[src/fencei_pkg.sv]
// ########################################################
// Shared types and constants for the fence.i flush path.
// Address, bank and line index types, the controller state
// encoding and the outstanding transaction limit. Modules
// take what they need through a wildcard import.
// ########################################################

package fencei_pkg;

  // Instruction address
  typedef logic [31:0] addr_t;

  // Line index within one bank, wide enough for 16 lines
  typedef logic [3:0] line_idx_t;

  // Bank number, up to 4 banks
  typedef logic [1:0] bank_idx_t;

  // Default geometry used by the top level
  localparam int DEFAULT_NUM_BANKS      = 4;
  localparam int DEFAULT_LINES_PER_BANK = 16;

  // Saturation point of the outstanding data bus counter
  localparam int OUTS_MAX = 4;

  // Controller FSM
  typedef enum logic [1:0] {
    IDLE,
    // Waiting for the data bus and write buffer to drain
    WAIT_BUS,
    // Flush request held high
    FLUSH,
    // Retire and fetch of the next word
    REDIRECT
  } fencei_state_e;

endpackage
[src/fencei_top.sv]
// ########################################################
// Top level of the fence.i flush path.
// Connects the sequencer, the cache valid banks and the
// done merge. Fill strobes are steered to one bank by the
// bank index.
// ########################################################

`timescale 1ns/1ps

module fencei_top import fencei_pkg::*; #(
  parameter int NUM_BANKS      = DEFAULT_NUM_BANKS,
  parameter int LINES_PER_BANK = DEFAULT_LINES_PER_BANK
) (
  input  logic      clk_i,
  input  logic      rst_ni,

  input  logic      fencei_valid_i,
  input  addr_t     wb_pc_i,
  input  logic      data_req_i,
  input  logic      data_gnt_i,
  input  logic      data_rvalid_i,
  input  logic      wbuf_empty_i,

  input  logic      fill_valid_i,
  input  bank_idx_t fill_bank_i,
  input  line_idx_t fill_line_i,

  output logic      flush_req_o,
  output logic      flush_ack_o,
  output logic      retire_o,
  output logic      fetch_req_o,
  output addr_t     fetch_addr_o,
  output logic      data_block_o,
  output logic      busy_o
);

  logic                      flush_req;
  logic                      flush_ack;
  logic [NUM_BANKS-1:0]      fill_en;
  logic [NUM_BANKS-1:0]      bank_done;
  logic [LINES_PER_BANK-1:0] bank_valid [NUM_BANKS];
  logic                      any_valid;

  fencei_ctrl u_ctrl (
    .clk_i          (clk_i),
    .rst_ni         (rst_ni),
    .fencei_valid_i (fencei_valid_i),
    .wb_pc_i        (wb_pc_i),
    .data_req_i     (data_req_i),
    .data_gnt_i     (data_gnt_i),
    .data_rvalid_i  (data_rvalid_i),
    .wbuf_empty_i   (wbuf_empty_i),
    .flush_ack_i    (flush_ack),
    .flush_req_o    (flush_req),
    .retire_o       (retire_o),
    .fetch_req_o    (fetch_req_o),
    .fetch_addr_o   (fetch_addr_o),
    .data_block_o   (data_block_o),
    .busy_o         (busy_o)
  );

  for (genvar b = 0; b < NUM_BANKS; b++) begin : gen_bank
    assign fill_en[b] = fill_valid_i && (fill_bank_i == bank_idx_t'(b));

    icache_bank_flush #(
      .LINES_PER_BANK (LINES_PER_BANK)
    ) u_bank (
      .clk_i       (clk_i),
      .rst_ni      (rst_ni),
      .fill_en_i   (fill_en[b]),
      .fill_line_i (fill_line_i),
      .flush_req_i (flush_req),
      .done_o      (bank_done[b]),
      .valid_o     (bank_valid[b])
    );
  end

  flush_ack_merge #(
    .NUM_BANKS (NUM_BANKS)
  ) u_merge (
    .clk_i       (clk_i),
    .rst_ni      (rst_ni),
    .flush_req_i (flush_req),
    .bank_done_i (bank_done),
    .flush_ack_o (flush_ack)
  );

  assign flush_req_o = flush_req;
  assign flush_ack_o = flush_ack;

  // Any line still valid in any bank
  always_comb begin
    any_valid = 1'b0;
    for (int b = 0; b < NUM_BANKS; b++) begin
      any_valid = any_valid | (|bank_valid[b]);
    end
  end

  a_ack_cache_empty: assert property (
    @(posedge clk_i) disable iff (!rst_ni)
    flush_ack |-> !any_valid
  ) else $error("flush acknowledged with valid lines left in the cache");

endmodule

[src/flush_ack_merge.sv]
// ########################################################
// Collects the per-bank done pulses of one flush.
// Each bank's done is held until the request drops. The
// acknowledge pulses once, the cycle after the last bank
// has reported.
// ########################################################

`timescale 1ns/1ps

module flush_ack_merge #(
  parameter int NUM_BANKS = 4
) (
  input  logic                 clk_i,
  input  logic                 rst_ni,

  input  logic                 flush_req_i,
  input  logic [NUM_BANKS-1:0] bank_done_i,

  output logic                 flush_ack_o
);

  logic [NUM_BANKS-1:0] sticky_q;
  logic                 ack_sent_q;

  // Sticky done bits, only live while the request is up
  always_ff @(posedge clk_i or negedge rst_ni) begin
    if (!rst_ni) begin
      sticky_q <= '0;
    end else if (!flush_req_i) begin
      sticky_q <= '0;
    end else begin
      sticky_q <= sticky_q | bank_done_i;
    end
  end

  // One acknowledge per request
  always_ff @(posedge clk_i or negedge rst_ni) begin
    if (!rst_ni) begin
      ack_sent_q <= 1'b0;
    end else if (!flush_req_i) begin
      ack_sent_q <= 1'b0;
    end else if (flush_ack_o) begin
      ack_sent_q <= 1'b1;
    end
  end

  assign flush_ack_o = flush_req_i && (&sticky_q) && !ack_sent_q;

  a_ack_single: assert property (
    @(posedge clk_i) disable iff (!rst_ni)
    flush_ack_o |=> !flush_ack_o
  ) else $error("flush acknowledge high for two cycles");

endmodule

[src/icache_bank_flush.sv]
// ########################################################
// One instruction cache bank, valid bits only.
// A fill strobe sets a line valid. A rising flush request
// starts a walk that clears the lowest valid line each
// cycle and pulses done once the bank is empty.
// ########################################################

`timescale 1ns/1ps

module icache_bank_flush import fencei_pkg::*; #(
  parameter int LINES_PER_BANK = 16
) (
  input  logic                      clk_i,
  input  logic                      rst_ni,

  input  logic                      fill_en_i,
  input  line_idx_t                 fill_line_i,

  input  logic                      flush_req_i,

  output logic                      done_o,
  output logic [LINES_PER_BANK-1:0] valid_o
);

  logic [LINES_PER_BANK-1:0] valid_q, valid_d;
  logic [LINES_PER_BANK-1:0] valid_cleared;
  logic                      req_q;
  logic                      walk_q, walk_d;
  logic                      done_q, done_d;
  logic                      walk_start;
  logic                      walk_active;

  assign walk_start  = flush_req_i && !req_q;
  assign walk_active = flush_req_i && (walk_start || walk_q);

  // Drop the lowest set bit
  assign valid_cleared = valid_q & (valid_q - 1'b1);

  always_comb begin
    valid_d = valid_q;
    walk_d  = walk_q;
    done_d  = 1'b0;

    if (walk_active) begin
      valid_d = valid_cleared;
      // Last line gone, or bank was empty to begin with
      if (valid_cleared == '0) begin
        walk_d = 1'b0;
        done_d = 1'b1;
      end else begin
        walk_d = 1'b1;
      end
    end else if (!flush_req_i) begin
      walk_d = 1'b0;
      if (fill_en_i) begin
        for (int i = 0; i < LINES_PER_BANK; i++) begin
          if (fill_line_i == line_idx_t'(i)) begin
            valid_d[i] = 1'b1;
          end
        end
      end
    end
  end

  always_ff @(posedge clk_i or negedge rst_ni) begin
    if (!rst_ni) begin
      valid_q <= '0;
      req_q   <= 1'b0;
      walk_q  <= 1'b0;
      done_q  <= 1'b0;
    end else begin
      valid_q <= valid_d;
      req_q   <= flush_req_i;
      walk_q  <= walk_d;
      done_q  <= done_d;
    end
  end

  assign done_o  = done_q;
  assign valid_o = valid_q;

  a_done_empty: assert property (
    @(posedge clk_i) disable iff (!rst_ni)
    done_o |-> (valid_q == '0)
  ) else $error("bank done with valid lines remaining");

endmodule

[src/fencei_ctrl.sv]
// ########################################################
// Fence.i sequencer for the writeback stage.
// Holds the instruction until the data bus and the write
// buffer are idle, raises the cache flush request, then
// retires and fetches the next aligned word once the flush
// is acknowledged.
// ########################################################

`timescale 1ns/1ps

module fencei_ctrl import fencei_pkg::*; (
  input  logic  clk_i,
  input  logic  rst_ni,

  input  logic  fencei_valid_i,
  input  addr_t wb_pc_i,

  input  logic  data_req_i,
  input  logic  data_gnt_i,
  input  logic  data_rvalid_i,
  input  logic  wbuf_empty_i,

  input  logic  flush_ack_i,

  output logic  flush_req_o,
  output logic  retire_o,
  output logic  fetch_req_o,
  output addr_t fetch_addr_o,
  output logic  data_block_o,
  output logic  busy_o
);

  localparam int OUTS_W = $clog2(OUTS_MAX + 1);

  fencei_state_e state_q, state_d;

  logic [OUTS_W-1:0] outs_q;
  logic              bus_granted;
  logic              count_up;
  logic              count_down;
  logic              bus_idle;

  addr_t pc_q;

  // Outstanding data transaction counter
  assign bus_granted = data_req_i && data_gnt_i;
  assign count_up    = bus_granted && !data_rvalid_i && (outs_q != OUTS_W'(OUTS_MAX));
  assign count_down  = data_rvalid_i && !bus_granted && (outs_q != '0);

  always_ff @(posedge clk_i or negedge rst_ni) begin
    if (!rst_ni) begin
      outs_q <= '0;
    end else if (count_up) begin
      outs_q <= outs_q + 1'b1;
    end else if (count_down) begin
      outs_q <= outs_q - 1'b1;
    end
  end

  // A grant in this very cycle would leave one outstanding next cycle
  assign bus_idle = (outs_q == '0) && wbuf_empty_i && !bus_granted;

  always_comb begin
    state_d = state_q;
    case (state_q)
      IDLE: begin
        if (fencei_valid_i) begin
          state_d = bus_idle ? FLUSH : WAIT_BUS;
        end
      end
      WAIT_BUS: begin
        if (bus_idle) begin
          state_d = FLUSH;
        end
      end
      FLUSH: begin
        if (flush_ack_i) begin
          state_d = REDIRECT;
        end
      end
      REDIRECT: begin
        state_d = IDLE;
      end
      default: begin
        state_d = IDLE;
      end
    endcase
  end

  always_ff @(posedge clk_i or negedge rst_ni) begin
    if (!rst_ni) begin
      state_q <= IDLE;
    end else begin
      state_q <= state_d;
    end
  end

  // PC of the fence.i, captured on acceptance
  always_ff @(posedge clk_i) begin
    if ((state_q == IDLE) && fencei_valid_i) begin
      pc_q <= wb_pc_i;
    end
  end

  assign flush_req_o  = (state_q == FLUSH);
  assign data_block_o = (state_q == WAIT_BUS) || (state_q == FLUSH);
  assign busy_o       = (state_q != IDLE);
  assign retire_o     = (state_q == REDIRECT);
  assign fetch_req_o  = (state_q == REDIRECT);

  // Next word after the fence.i, wraps at the top of memory
  assign fetch_addr_o = {pc_q[31:2], 2'b00} + 32'd4;

  a_req_stay_high: assert property (
    @(posedge clk_i) disable iff (!rst_ni)
    flush_req_o && !flush_ack_i |=> flush_req_o
  ) else $error("flush request dropped before acknowledge");

  a_req_drop_after_ack: assert property (
    @(posedge clk_i) disable iff (!rst_ni)
    flush_req_o && flush_ack_i |=> !flush_req_o
  ) else $error("flush request still high after acknowledge");

  a_req_bus_idle: assert property (
    @(posedge clk_i) disable iff (!rst_ni)
    $rose(flush_req_o) |-> (outs_q == '0)
  ) else $error("flush request raised with data transactions outstanding");

  a_no_data_req: assert property (
    @(posedge clk_i) disable iff (!rst_ni)
    flush_req_o |-> !data_req_i
  ) else $error("data request seen during flush");

endmodule

[config.mk]
export PLATFORM = sky130hd
export DESIGN_NAME = fencei_top
export DESIGN_NICKNAME = d
export VERILOG_FILES = /design/src/fencei_pkg.sv /design/src/fencei_top.sv /design/src/flush_ack_merge.sv /design/src/icache_bank_flush.sv /design/src/fencei_ctrl.sv
export SDC_FILE = /design/constraint.sdc
export NUM_CORES = 1
export LEC_CHECK = 0
export BUFFER_PORTS_ARGS = -buffer_cell sky130_fd_sc_hd__buf_4
export CORE_MARGIN = 2
export CORE_UTILIZATION = 40
export CTS_CLUSTER_DIAMETER = 60
export CTS_CLUSTER_SIZE = 30
export DETAILED_ROUTE_END_ITERATION = 6
export PLACE_DENSITY = 0.69
export SLEW_MARGIN = 20
export SYNTH_ARGS = -nofsm -noshare
export SYNTH_HDL_FRONTEND = slang
export SYNTH_HIERARCHICAL = 1
export SYNTH_SLANG_ARGS = --single-unit
[constraint.sdc]
create_clock -name clk_i -period 2.3 [get_ports clk_i]
set_input_delay 0.345 -clock clk_i [delete_from_list [all_inputs] [get_ports clk_i]]
set_output_delay 0.345 -clock clk_i [all_outputs]
set_load 0.005 [all_outputs]
* Word level (Yosys, flattened, before mapping)
Cells that the tools add are included.
** Word-level totals
- Output and inout port bits :: 38
- Input bits :: 46
- Logic and storage cells :: 347
- Register bits after elaboration :: 115
** Cells by class
- Reduce and logical (&&, ||, !) cells :: 173
- Add/subtract/negate cells :: 7
- Bitwise logic cells :: 5
- Mux-type cells :: 55
- Eq/ne operators :: 29
** Operators by type and width (number)
- 3-bit AND reduction :: 65
- 16-bit 2-to-1 mux :: 12
- 2-bit nonzero test :: 70
- 16-bit AND :: 4
- 16-bit zero test :: 4
- 16-bit by 1-bit subtractor with 16-bit output (second input constant) :: 4
- 1-bit 2-to-1 mux :: 35
- 32-bit by 3-bit adder with 32-bit output (second input constant) :: 1
- 4-bit equality test (second input constant) :: 8
- 1-bit logical AND :: 19
- 4-bit by 3-bit equality test with 1-bit output (second input constant) :: 4
- 2-bit equality test (second input constant) :: 4
- 4-bit by 2-bit equality test with 1-bit output (second input constant) :: 2
- 2-bit 2-to-1 mux :: 4
- 2-bit by 1-bit inequality test with 1-bit output (second input constant) :: 4
- 2-bit one-hot mux with 4 select lines :: 1
- 3-bit 2-to-1 mux :: 2
- 2-bit inequality test (second input constant) :: 3
- 1-bit logical OR :: 5
- 2-bit by 1-bit equality test with 1-bit output (second input constant) :: 2
- 4-bit by 1-bit equality test with 1-bit output (second input constant) :: 1
- 1-bit zero test :: 4
- 2-bit zero test :: 2
- 4-bit zero test :: 1
- 8 further kinds :: 8

* Longest topological paths before layout
Gate-level depths: netlist (run 1).
- Depth after elaboration :: 6
- Gate-level depth with buffers :: 7
- Depth with buffers taken out :: 7

* Modules after synthesis
The synthesis (run 1) kept the hierarchy.
** By module, submodules not included
- icache_bank_flush :: times used 4, cells each 100, area each 972.2 µm², seq. area each 475.5 µm²
- fencei_ctrl :: times used 1, cells each 164, area each 1970.6 µm², seq. area each 1026.0 µm²
- flush_ack_merge :: times used 1, cells each 13, area each 185.2 µm², seq. area each 125.1 µm²
- fencei_top :: times used 1, cells each 4, area each 37.5 µm², seq. area each 0.0 µm²

* Least setup slack after synthesis (run 1)
Ideal clock, no wire load.
- Path kind :: register to register
- Start point :: register u_ctrl.state_q[0]
- End point :: register gen_bank[0].u_bank.valid_q[15]
- Path buffers :: 0
- Arrival time :: 2300 ps
- Library setup time :: 156 ps
- Period minus slack after synthesis :: 2455 ps
- Path slack :: -155 ps
- Cell stages (with the launch flop) :: 6
- Required time :: 2144 ps
- Cells stage by stage :: dfrtp_1 inv_1 ha_1 o21ai_1 nor4_1 a41oi_1
** On the way
- Longest elaborated chain between the ends :: 6
- Elaborated cells between the ends (all ways) :: 9
- Those cells by class :: eq/ne: 2; mux: 1; reduce/logical: 6
** RTL lines
- start, declared :: line fencei_ctrl.sv:35 : fencei_state_e state_q, state_d;
- start signal, assigned :: line fencei_ctrl.sv:94 : state_q <= state_d;
- 2-bit equality test * :: line fencei_ctrl.sv:105 : assign flush_req_o = (state_q == FLUSH);
- net flush_req_o :: line fencei_top.sv:28 : output logic flush_req_o,
- 1-bit logical AND
- 1-bit logical OR :: line icache_bank_flush.sv:34 : assign walk_active = flush_req_i && (walk_start || walk_q);
- 1-bit logical AND :: line icache_bank_flush.sv:34
- 2-bit inequality test (no line) / 2-bit nonzero test (equally long branches)
- 3-bit AND reduction (no line)
- end signal, assigned :: line icache_bank_flush.sv:72 : valid_q <= valid_d;
- end, declared :: line icache_bank_flush.sv:25 : logic [LINES_PER_BANK-1:0] valid_q, valid_d;
The timed path passes the listed nets; every way through them passes the cells marked *.
A chain may end at the register's enable or synchronous reset.

* Final worst setup path (run 1)
- Start point :: register u_ctrl.pc_q[17]
- End point :: output fetch_addr_o[28]
** On the way
- Longest elaborated chain between the ends :: 1
** RTL lines
- start, declared :: line fencei_ctrl.sv:43 : addr_t pc_q;
- start signal, assigned :: line fencei_ctrl.sv:101 : pc_q <= wb_pc_i;
- 32-bit by 3-bit adder with 32-bit output :: line fencei_ctrl.sv:112 : assign fetch_addr_o = {pc_q[31:2], 2'b00} + 32'd4;
- end, declared :: line fencei_top.sv:32 : output addr_t fetch_addr_o,
No other way between the ends.

==> results.txt, run 1 <==
The mean routed wirelength per cell came out at 16.6 um. The critical path is of the register to primary output type. The row count came out at 45. Measured along the y axis, the die boundary spans 127 um.

TritonCTS built the clock tree. The clock buffer count from CTS is 17. The effective utilization at floorplan is 40.5%. The clock tree root driver cell is sky130_fd_sc_hd__clkbuf_16. On the final layout, the worst hold slack is 0.107 ns.

CTS saw 116 sinks. The maximum buffer depth of the clock tree came out at 2. The source-to-sink clock delay at the later pin of the worst-skew pair came out at 0.41 ns. The half-perimeter wire length after detailed placement came out at 10200 um.

The number of buffer cells added on primary ports is 79. The via count of the first global-routing pass came out at 5022. The biggest area contributor in the post-synthesis netlist is sky130_fd_sc_hd__dfrtp_1.

The count of nets left with antenna violations after detail routing is 0. STA classifies the critical path endpoint as a primary output. The most used flip-flop cell after synthesis is sky130_fd_sc_hd__dfrtp_1. The horizontal extent of the die came out at 127 um. Measured on the finished design, the core utilization comes to 52.7%. The post-synthesis cell type count came out at 57. Compared with the post-synthesis result, the final layout area differs by 30.4%. STA classifies the critical path startpoint as a register.

The max capacitance violation total is 0. The cell depth of the worst hold path came out at 1. The total of fill cells in the finished design came out at 1264.

The worst-path maximum fanout is 5. With fillers left out, the area of the finished cells amounts to 0.00793 mm2. The total vias in the final route came out at 5244.

The post-layout minimum cycle time came out at 2.46 ns. The max-slew violation total from the final report came out at 0. The required time of the worst setup path came out at 1.96 ns. Between clock sinks in the finished design, the worst skew comes to 0.00780 ns.

The core box area is 0.0150 mm2. The flow ran to the end, but the final reports show violations. The first-pass GRT wire length came out at 24600 um.

The share of synthesized registers carrying an async set or reset is 74.1%. In this run, synthesis produced a sequential element count of 116. After layout, the worst setup slack is -0.161 ns. At the pin with the least slew margin, the transition time is 0.644 ns. Setup repair after global routing could not meet its margin everywhere. The highest clock rate is 406 MHz. The worst hold path belongs to the class input pin to register. The hold violation count in the final report came to 0.

Ranked by total cell area, the synthesized netlist is headed by sky130_fd_sc_hd__dfrtp_1, sky130_fd_sc_hd__edfxtp_1, sky130_fd_sc_hd__a21oi_1. The top-area cell type share of the netlist area came out at 35.4%. The final reports fail on negative setup slack.

The starting DRC count in detailed routing is 314. The post-synthesis instance area is 0.00608 mm2. The total leakage power came out at 3.50 nW. The share of layout cells above drive strength 1 came out at 28.2%. The data arrival time of the critical path came out at 2.12 ns. The worst-case vdd ir drop is 713 uV. The number of enable-type register cells in the synthesized netlist is 30. The congestion estimate from routability-driven global placement came to 0.885. Yosys printed 6 warnings. Dividing the detail-routed via count by the number of cells gives 5.72. The number of instances in the synthesized netlist is 581. The number of diodes added for antenna fixing is 0. Summing all multi-input logic gate instances after layout gives 0.00296 mm2. The average size of a mapped cell is 10.5 um2. The count of unresolved DRC violations after routing is 0. The routed wire length is 15200 um.

Walking the worst path, the cells encountered are nand4_1, nor4_4, buf_6, buf_6, nand4_1, xnor2_1, buf_4. The areal power density over the cells is 1160 mW/mm2. Counting cells, the worst reg-to-reg path comes to 5. The area taken by flip-flops and latches is 0.00305 mm2. The global router's overall resource usage came out at 18.7%. For this run, the slowest stage of the critical path takes 0.42 ns.

The number of antenna violations at the first check in global routing is 0. Summed over all layers, the global routing overflow is 0. After detailed placement, the total cell area comes to 0.00706 mm2. Entering global routing, the biggest net connects 68 pins.

The final critical path takes up 107% of the cycle. The part of the Yosys area used for sequential elements is 50.2%. The total number of nets in the final design is 768. The area of the die came out at 0.0162 mm2.

Among all stages on the critical path, the largest delay is contributed by sky130_fd_sc_hd__edfxtp_1. The number of search-and-repair iterations in the first detailed-routing pass is 5. After clock tree synthesis, the clock-pin slew on the worst setup and hold paths is 0.06 ns.

The relative slew slack came out at 56.8%. Setup violations remaining at the end of the flow were counted as 10. The number of top-level design ports came out at 84. The total number of H-tree levels is 4.
-- logic make-up after synthesis --
family | after synthesis | synth area share, %
fa+ha+maj | 19 | 3.62
simple gates | 206 | 21.2
xor+xnor | 30 | 4.32
flops | 116 | 50.2
other cells | 1 | 0.0617
compound gates | 164 | 17.4
mux | 1 | 0.165
buf+inv | 44 | 3.02
-- flip-flops by register name (all words and copies together) (netlist names) --
name,cells
gen_bank.u_bank/done_o,4
gen_bank.u_bank/req_q,4
gen_bank.u_bank/valid_o,64
gen_bank.u_bank/walk_q,4
u_ctrl/outs_q,3
u_ctrl/pc_q,30
u_ctrl/state_q,2
u_merge/ack_sent_q,1
u_merge/sticky_q,4
-- placed cells by master (no fill, tap or decap), drive strengths merged, types with 6 or more instances in the layout --
cell type | Yosys | routed
buf | 4 | 120
a41oi | 20 | 20
nor3 | 17 | 17
ha | 6 | 6
and3 | 7 | 7
nor3b | 11 | 11
edfxtp | 30 | 30
a31oi | 8 | 8
clkbuf | 3 | 24
nor4 | 14 | 14
xnor2 | 23 | 23
inv | 37 | 38
a21oi | 66 | 66
dfrtp | 86 | 86
nand4 | 13 | 13
or2 | 7 | 7
o21a | 12 | 12
nor2 | 36 | 36
o21ai | 26 | 26
and2 | 9 | 9
maj3 | 12 | 12
xor2 | 7 | 7
a22o | 8 | 8
nand2 | 41 | 41
nand3 | 19 | 19
nor4bb | 8 | 8
-- report_power, final --
part           switching (mW)  internal (mW)  leakage, nW
Clock                   0.896           1.80        0.310
Sequential              0.600           2.72         1.45
Combinational            1.73           1.49         1.74
-- metrics by stage --
stage	worst slack (ns)	TNS (ns)	total power, mW	std cells
final	-0.161	-0.540	9.23	916
after global routing	-0.258	-1.92	9.84	916
after CTS	-0.0385	-0.0385	9.21	914
after detailed placement	0.188	0	6.43	866
after global placement	0.238	0	6.27	866
after floorplan	0.165	0	5.41	582
-- synth_stat cells, drive strengths merged (2+ instances only) --
library cell,instances
and4b,4
xor2,7
nand3,19
nor4,14
nor3,17
maj3,12
and2,9
inv,37
edfxtp,30
buf,4
and4,5
nand2,41
o31a,4
o21ai,26
a41oi,20
nor4bb,8
a22o,8
o22ai,2
and3,7
nor2,36
nor3b,11
o21a,12
clkbuf,3
dfrtp,86
o31ai,4
and3b,2
or3,4
nand4,13
nor4b,5
a21oi,66
xnor2,23
a2111o,4
or4b,4
ha,6
o2111ai,4
a31oi,8
a2bb2oi,2
or2,7
-- worst paths after layout --
kind,startpoint,endpoint,slack [ns]
max,u_ctrl/pc_q[17]$_DFFE_PP_,fetch_addr_o[28],-0.16
min,wb_pc_i[28],u_ctrl/pc_q[28]$_DFFE_PP_,0.11
max reg2reg,gen_bank[0].u_bank/valid_o[2]$_DFFE_PN0P_,gen_bank[0].u_bank/walk_q$_DFFE_PN0P_,0.18
min reg2reg,gen_bank[3].u_bank/done_o$_DFF_PN0_,u_merge/sticky_q[3]$_DFF_PN0_,0.45
max in group asynchronous,rst_ni,gen_bank[1].u_bank/valid_o[9]$_DFFE_PN0P_,1.32
min in group asynchronous,rst_ni,gen_bank[0].u_bank/valid_o[10]$_DFFE_PN0P_,0.36
-- cell type report --
class | instances | share of cell area, %
Clock buffer | 24 | 6.61
Tap cell | 188 | 2.97
Inverter | 37 | 1.75
Multi-Input combinational cell | 422 | 37.3
Sequential cell | 116 | 38.5
Timing Repair Buffer | 121 | 11.7
Clock inverter | 8 | 1.15
-- worst max-delay path: cells and delay by family, from the launching register on --
kind	cells	cell delay (ns)
xor gates and xnor gates	1	0.21
buffers and inverters	3	0.42
DFF	1	0.42
and+or+nand+nor	3	0.65
-- routing by layer --
layer / vias up / GRT usage [%] / wire length (um)
met5: - / 0 / 0
met2: 232 / 30.4 / 7270
met1: 2522 / 24.7 / 6580
met4: 0 / 6.21 / 215
met3: 20 / 4.61 / 1130
li1: 2470 / - / -
-- what timing repair did --
item,CTS,global route
setup buffers,14,2
hold buffers,1,0
resized for setup,5,17
setup endpoints to repair,11,20
hold endpoints to repair,19,0
pin swaps,3,8
cloned,1,0
(Power assumes the default switching activity.)
==> run 2: changes to the inputs <==
Settings changed: TNS_END_PERCENT from default to 10.
==> results.txt, run 2 (synthesized netlist as in run 1, its figures left out) <==
The sequential fraction of design power came to 36.1% (was 35.9%). The total leakage power came out at 3.46 nW (was 3.50 nW). The critical path capture point type is a primary output (unchanged). The total of fill cells in the finished design is 1270 (was 1264).

The maximum buffer depth of the clock tree came out at 2 (unchanged). The worst slack after detailed placement came to 0.188 ns (unchanged). The share of layout cells above drive strength 1 is 27.2% (was 28.2%). The delay of the slowest cell on the worst path came out at 0.44 ns (was 0.42 ns). The clock tree from TritonCTS is yes (unchanged). The combinational share of power came out at 34.6% (was 34.9%). The number of antenna violations at the first check in global routing is 0 (unchanged). The worst-case reg-to-reg path depth is 5 (unchanged). The areal power density over the cells is 1170 mW/mm2 (was 1160 mW/mm2). Highest-count cells in the layout ignoring fill and taps: sky130_fd_sc_hd__buf_4, sky130_fd_sc_hd__dfrtp_1, sky130_fd_sc_hd__a21oi_1 (unchanged). The pin count of the biggest net entering global routing was 68 (unchanged).

The data arrival time of the critical path was 1.98 ns (was 2.12 ns). The clock tree root driver cell is sky130_fd_sc_hd__clkbuf_16 (unchanged). The clock input transition at the sequential cells of the worst setup and hold paths is 0.05 ns (was 0.06 ns). The highest clock rate is 431 MHz (was 406 MHz). The final setup TNS was -0.0226 ns (was -0.540 ns).

The first-pass GRT wire length came out at 24400 um (was 24600 um). The actual transition at the worst max-transition pin is 0.641 ns (was 0.644 ns). The worst-case vdd ir drop came to 711 uV (was 713 uV).

The required time of the worst setup path is 1.96 ns (about the same). The count of nets left with antenna violations after detail routing came to 0 (unchanged). The number of buffer cells added on primary ports is 79 (unchanged). The met1 wire length came to 6510 um (was 6580 um). The growth of design area from synthesis to finish is 29.0% (was 30.4%). The final critical-path setup slack came out at -0.0226 ns (was -0.161 ns). The via count of the first global-routing pass is 4961 (was 5022). The number of search-and-repair iterations in the first detailed-routing pass is 5 (unchanged).

The half-perimeter wire length after detailed placement is 10200 um (unchanged). The number of flip-flops under the largest register name is 64 (unchanged). The path type of the worst setup path is register to primary output (unchanged).

The startpoint type of the worst setup path was a register (unchanged). The total met3 wirelength after detailed routing was 1040 um (was 1130 um). The remaining global-route overflow came out at 0 (unchanged). The clock buffer count from CTS was 17 (unchanged).

The most frequent cell on the critical path is sky130_fd_sc_hd__buf_6. The effective utilization at floorplan is 40.5% (unchanged). The total vias in the final route came out at 5164 (was 5244).

The global router's overall resource usage came out at 18.5% (was 18.7%). The routed wire length is 14800 um (was 15200 um). The kind of path behind the tightest hold check is input pin to register (unchanged).

The most common cell after layout, fill and taps aside is sky130_fd_sc_hd__buf_4 (unchanged). Critical path, cell by cell: nand3_2, nor4_4, buf_6, buf_6, nand4_1, xnor2_1, buf_4 (was nand4_1, nor4_4, buf_6, buf_6, nand4_1, xnor2_1, buf_4). The worst-path maximum fanout came out at 9 (was 5). The hold violation count in the final report is 0 (unchanged). The kind of cell with the highest combined delay on the critical path is simple AND/OR/NAND/NOR gates (unchanged). The total number of nets in the final design came out at 765 (was 768). The proportion of power drawn by the clock network is 29.3% (was 29.2%). The relative slew slack came out at 56.9% (was 56.8%). The internal portion of total power was 5.99 mW (was 6.01 mW).

The worst clock skew on the final layout is 0.00791 ns (was 0.00780 ns). Violated checks: negative setup slack (unchanged). The max-slew violation total from the final report came out at 0 (unchanged). The logic depth of the worst setup path including buffers is 7 (unchanged).

Setup repair after global routing missed its margin: true (unchanged). The switching share of total power came out at 34.8% (was 35.0%). The portion of the clock cycle consumed by the worst path in the final layout is 101% (was 107%).

The placer congestion estimate came out at 0.885 (unchanged). The count of unresolved DRC violations after routing came out at 0 (unchanged). The die extent in y came to 127 um (unchanged).

The met2 wire length is 7070 um (was 7270 um). The area of the die is 0.0162 mm2 (unchanged). The number of top-level design ports is 84 (unchanged). The core box area came to 0.0150 mm2 (unchanged). The buffer and inverter count on the worst path is 3 (unchanged). The row count came out at 45 (unchanged). The vias per cell came out at 5.66 (was 5.72). The source-to-sink clock delay at the later pin of the worst-skew pair was 0.41 ns (about the same). The count of final setup violators came out at 1 (was 10). The horizontal extent of the die came out at 127 um (unchanged). The highest metal layer used by the detailed router is met4 (unchanged). The number of diodes added for antenna fixing came out at 0 (unchanged). The post-layout minimum cycle time is 2.32 ns (was 2.46 ns). The max capacitance violation total is 0 (unchanged). The starting DRC count in detailed routing came out at 307 (was 314).

The mean routed wirelength per cell came out at 16.2 um (was 16.6 um). The clock sink count is 116 (unchanged). Result of the run: finished with violations (unchanged). The net switching power came to 3.20 mW (was 3.23 mW).

The cell depth of the worst hold path came out at 1 (unchanged). The total number of H-tree levels came out at 4 (unchanged). The slowest library cell on the worst path was sky130_fd_sc_hd__edfxtp_1 (unchanged).
-- run 2: changes by cell type in the layout (fill, tap and decap cells not counted), sizes merged --
cell,change
buf,-3
-- run 2: per-stage QoR --
stage	total power, mW	hold slack, ns	utilization [%]	cells	instance area (um2)
after floorplan	5.41	0.0494	-	582	6090
after global placement	6.27	0.237	47.0	866	7060
after detailed placement	6.43	0.243	47.0	866	7060
after CTS	9.18	0.0938	51.6	906	7760
after global routing	9.81	0.0904	52.2	913	7850
final	9.19	0.108	52.2	913	7850
-- run 2: layer usage --
metal	vias up	global-route usage (%)
li1	2460	-
met1	2479	24.7
met2	214	30.2
met3	11	4.40
met4	0	5.56
met5	-	0
-- run 2: layout make-up --
| cell class | instances | area (um2) | area share, % |
|---|---|---|---|
| clock inverters | 8 | 91.3 | 1.16 |
| repair buffers | 118 | 908 | 11.6 |
| clock buffers | 24 | 524 | 6.68 |
| flip-flops and latches | 116 | 3050 | 38.9 |
| multi-input cells | 422 | 2890 | 36.9 |
| inverters | 37 | 139 | 1.77 |
| well taps | 188 | 235 | 3.00 |
-- run 2: repair_timing --
| item | CTS | global route |
|---|---|---|
| pin swaps | 2 | 5 |
| gates resized for setup | 5 | 9 |
| hold endpoints to repair | 19 | 0 |
| hold buffers | 1 | 0 |
| setup buffers | 7 | 7 |
| setup endpoints to repair | 11 | 18 |
-- run 2: path summary, 6_finish.rpt --
kind / from / to / slack [ns]
max: u_ctrl/pc_q[9]$_DFFE_PP_ / fetch_addr_o[28] / -0.02
min: wb_pc_i[28] / u_ctrl/pc_q[28]$_DFFE_PP_ / 0.11
max reg2reg: gen_bank[0].u_bank/valid_o[2]$_DFFE_PN0P_ / gen_bank[0].u_bank/walk_q$_DFFE_PN0P_ / 0.18
min reg2reg: gen_bank[3].u_bank/done_o$_DFF_PN0_ / u_merge/sticky_q[3]$_DFF_PN0_ / 0.45
max in group asynchronous: rst_ni / gen_bank[1].u_bank/valid_o[9]$_DFFE_PN0P_ / 1.32
min in group asynchronous: rst_ni / gen_bank[0].u_bank/valid_o[10]$_DFFE_PN0P_ / 0.35
-- run 2: power groups by stage --
stage	Clock [mW]	Sequential (mW)	Combinational [mW]
after CTS	2.75	3.31	3.13
final	2.69	3.32	3.18
after detailed placement	0	3.35	3.08
after global placement	0	3.31	2.97
after floorplan	0	3.19	2.22
after global routing	2.85	3.41	3.54
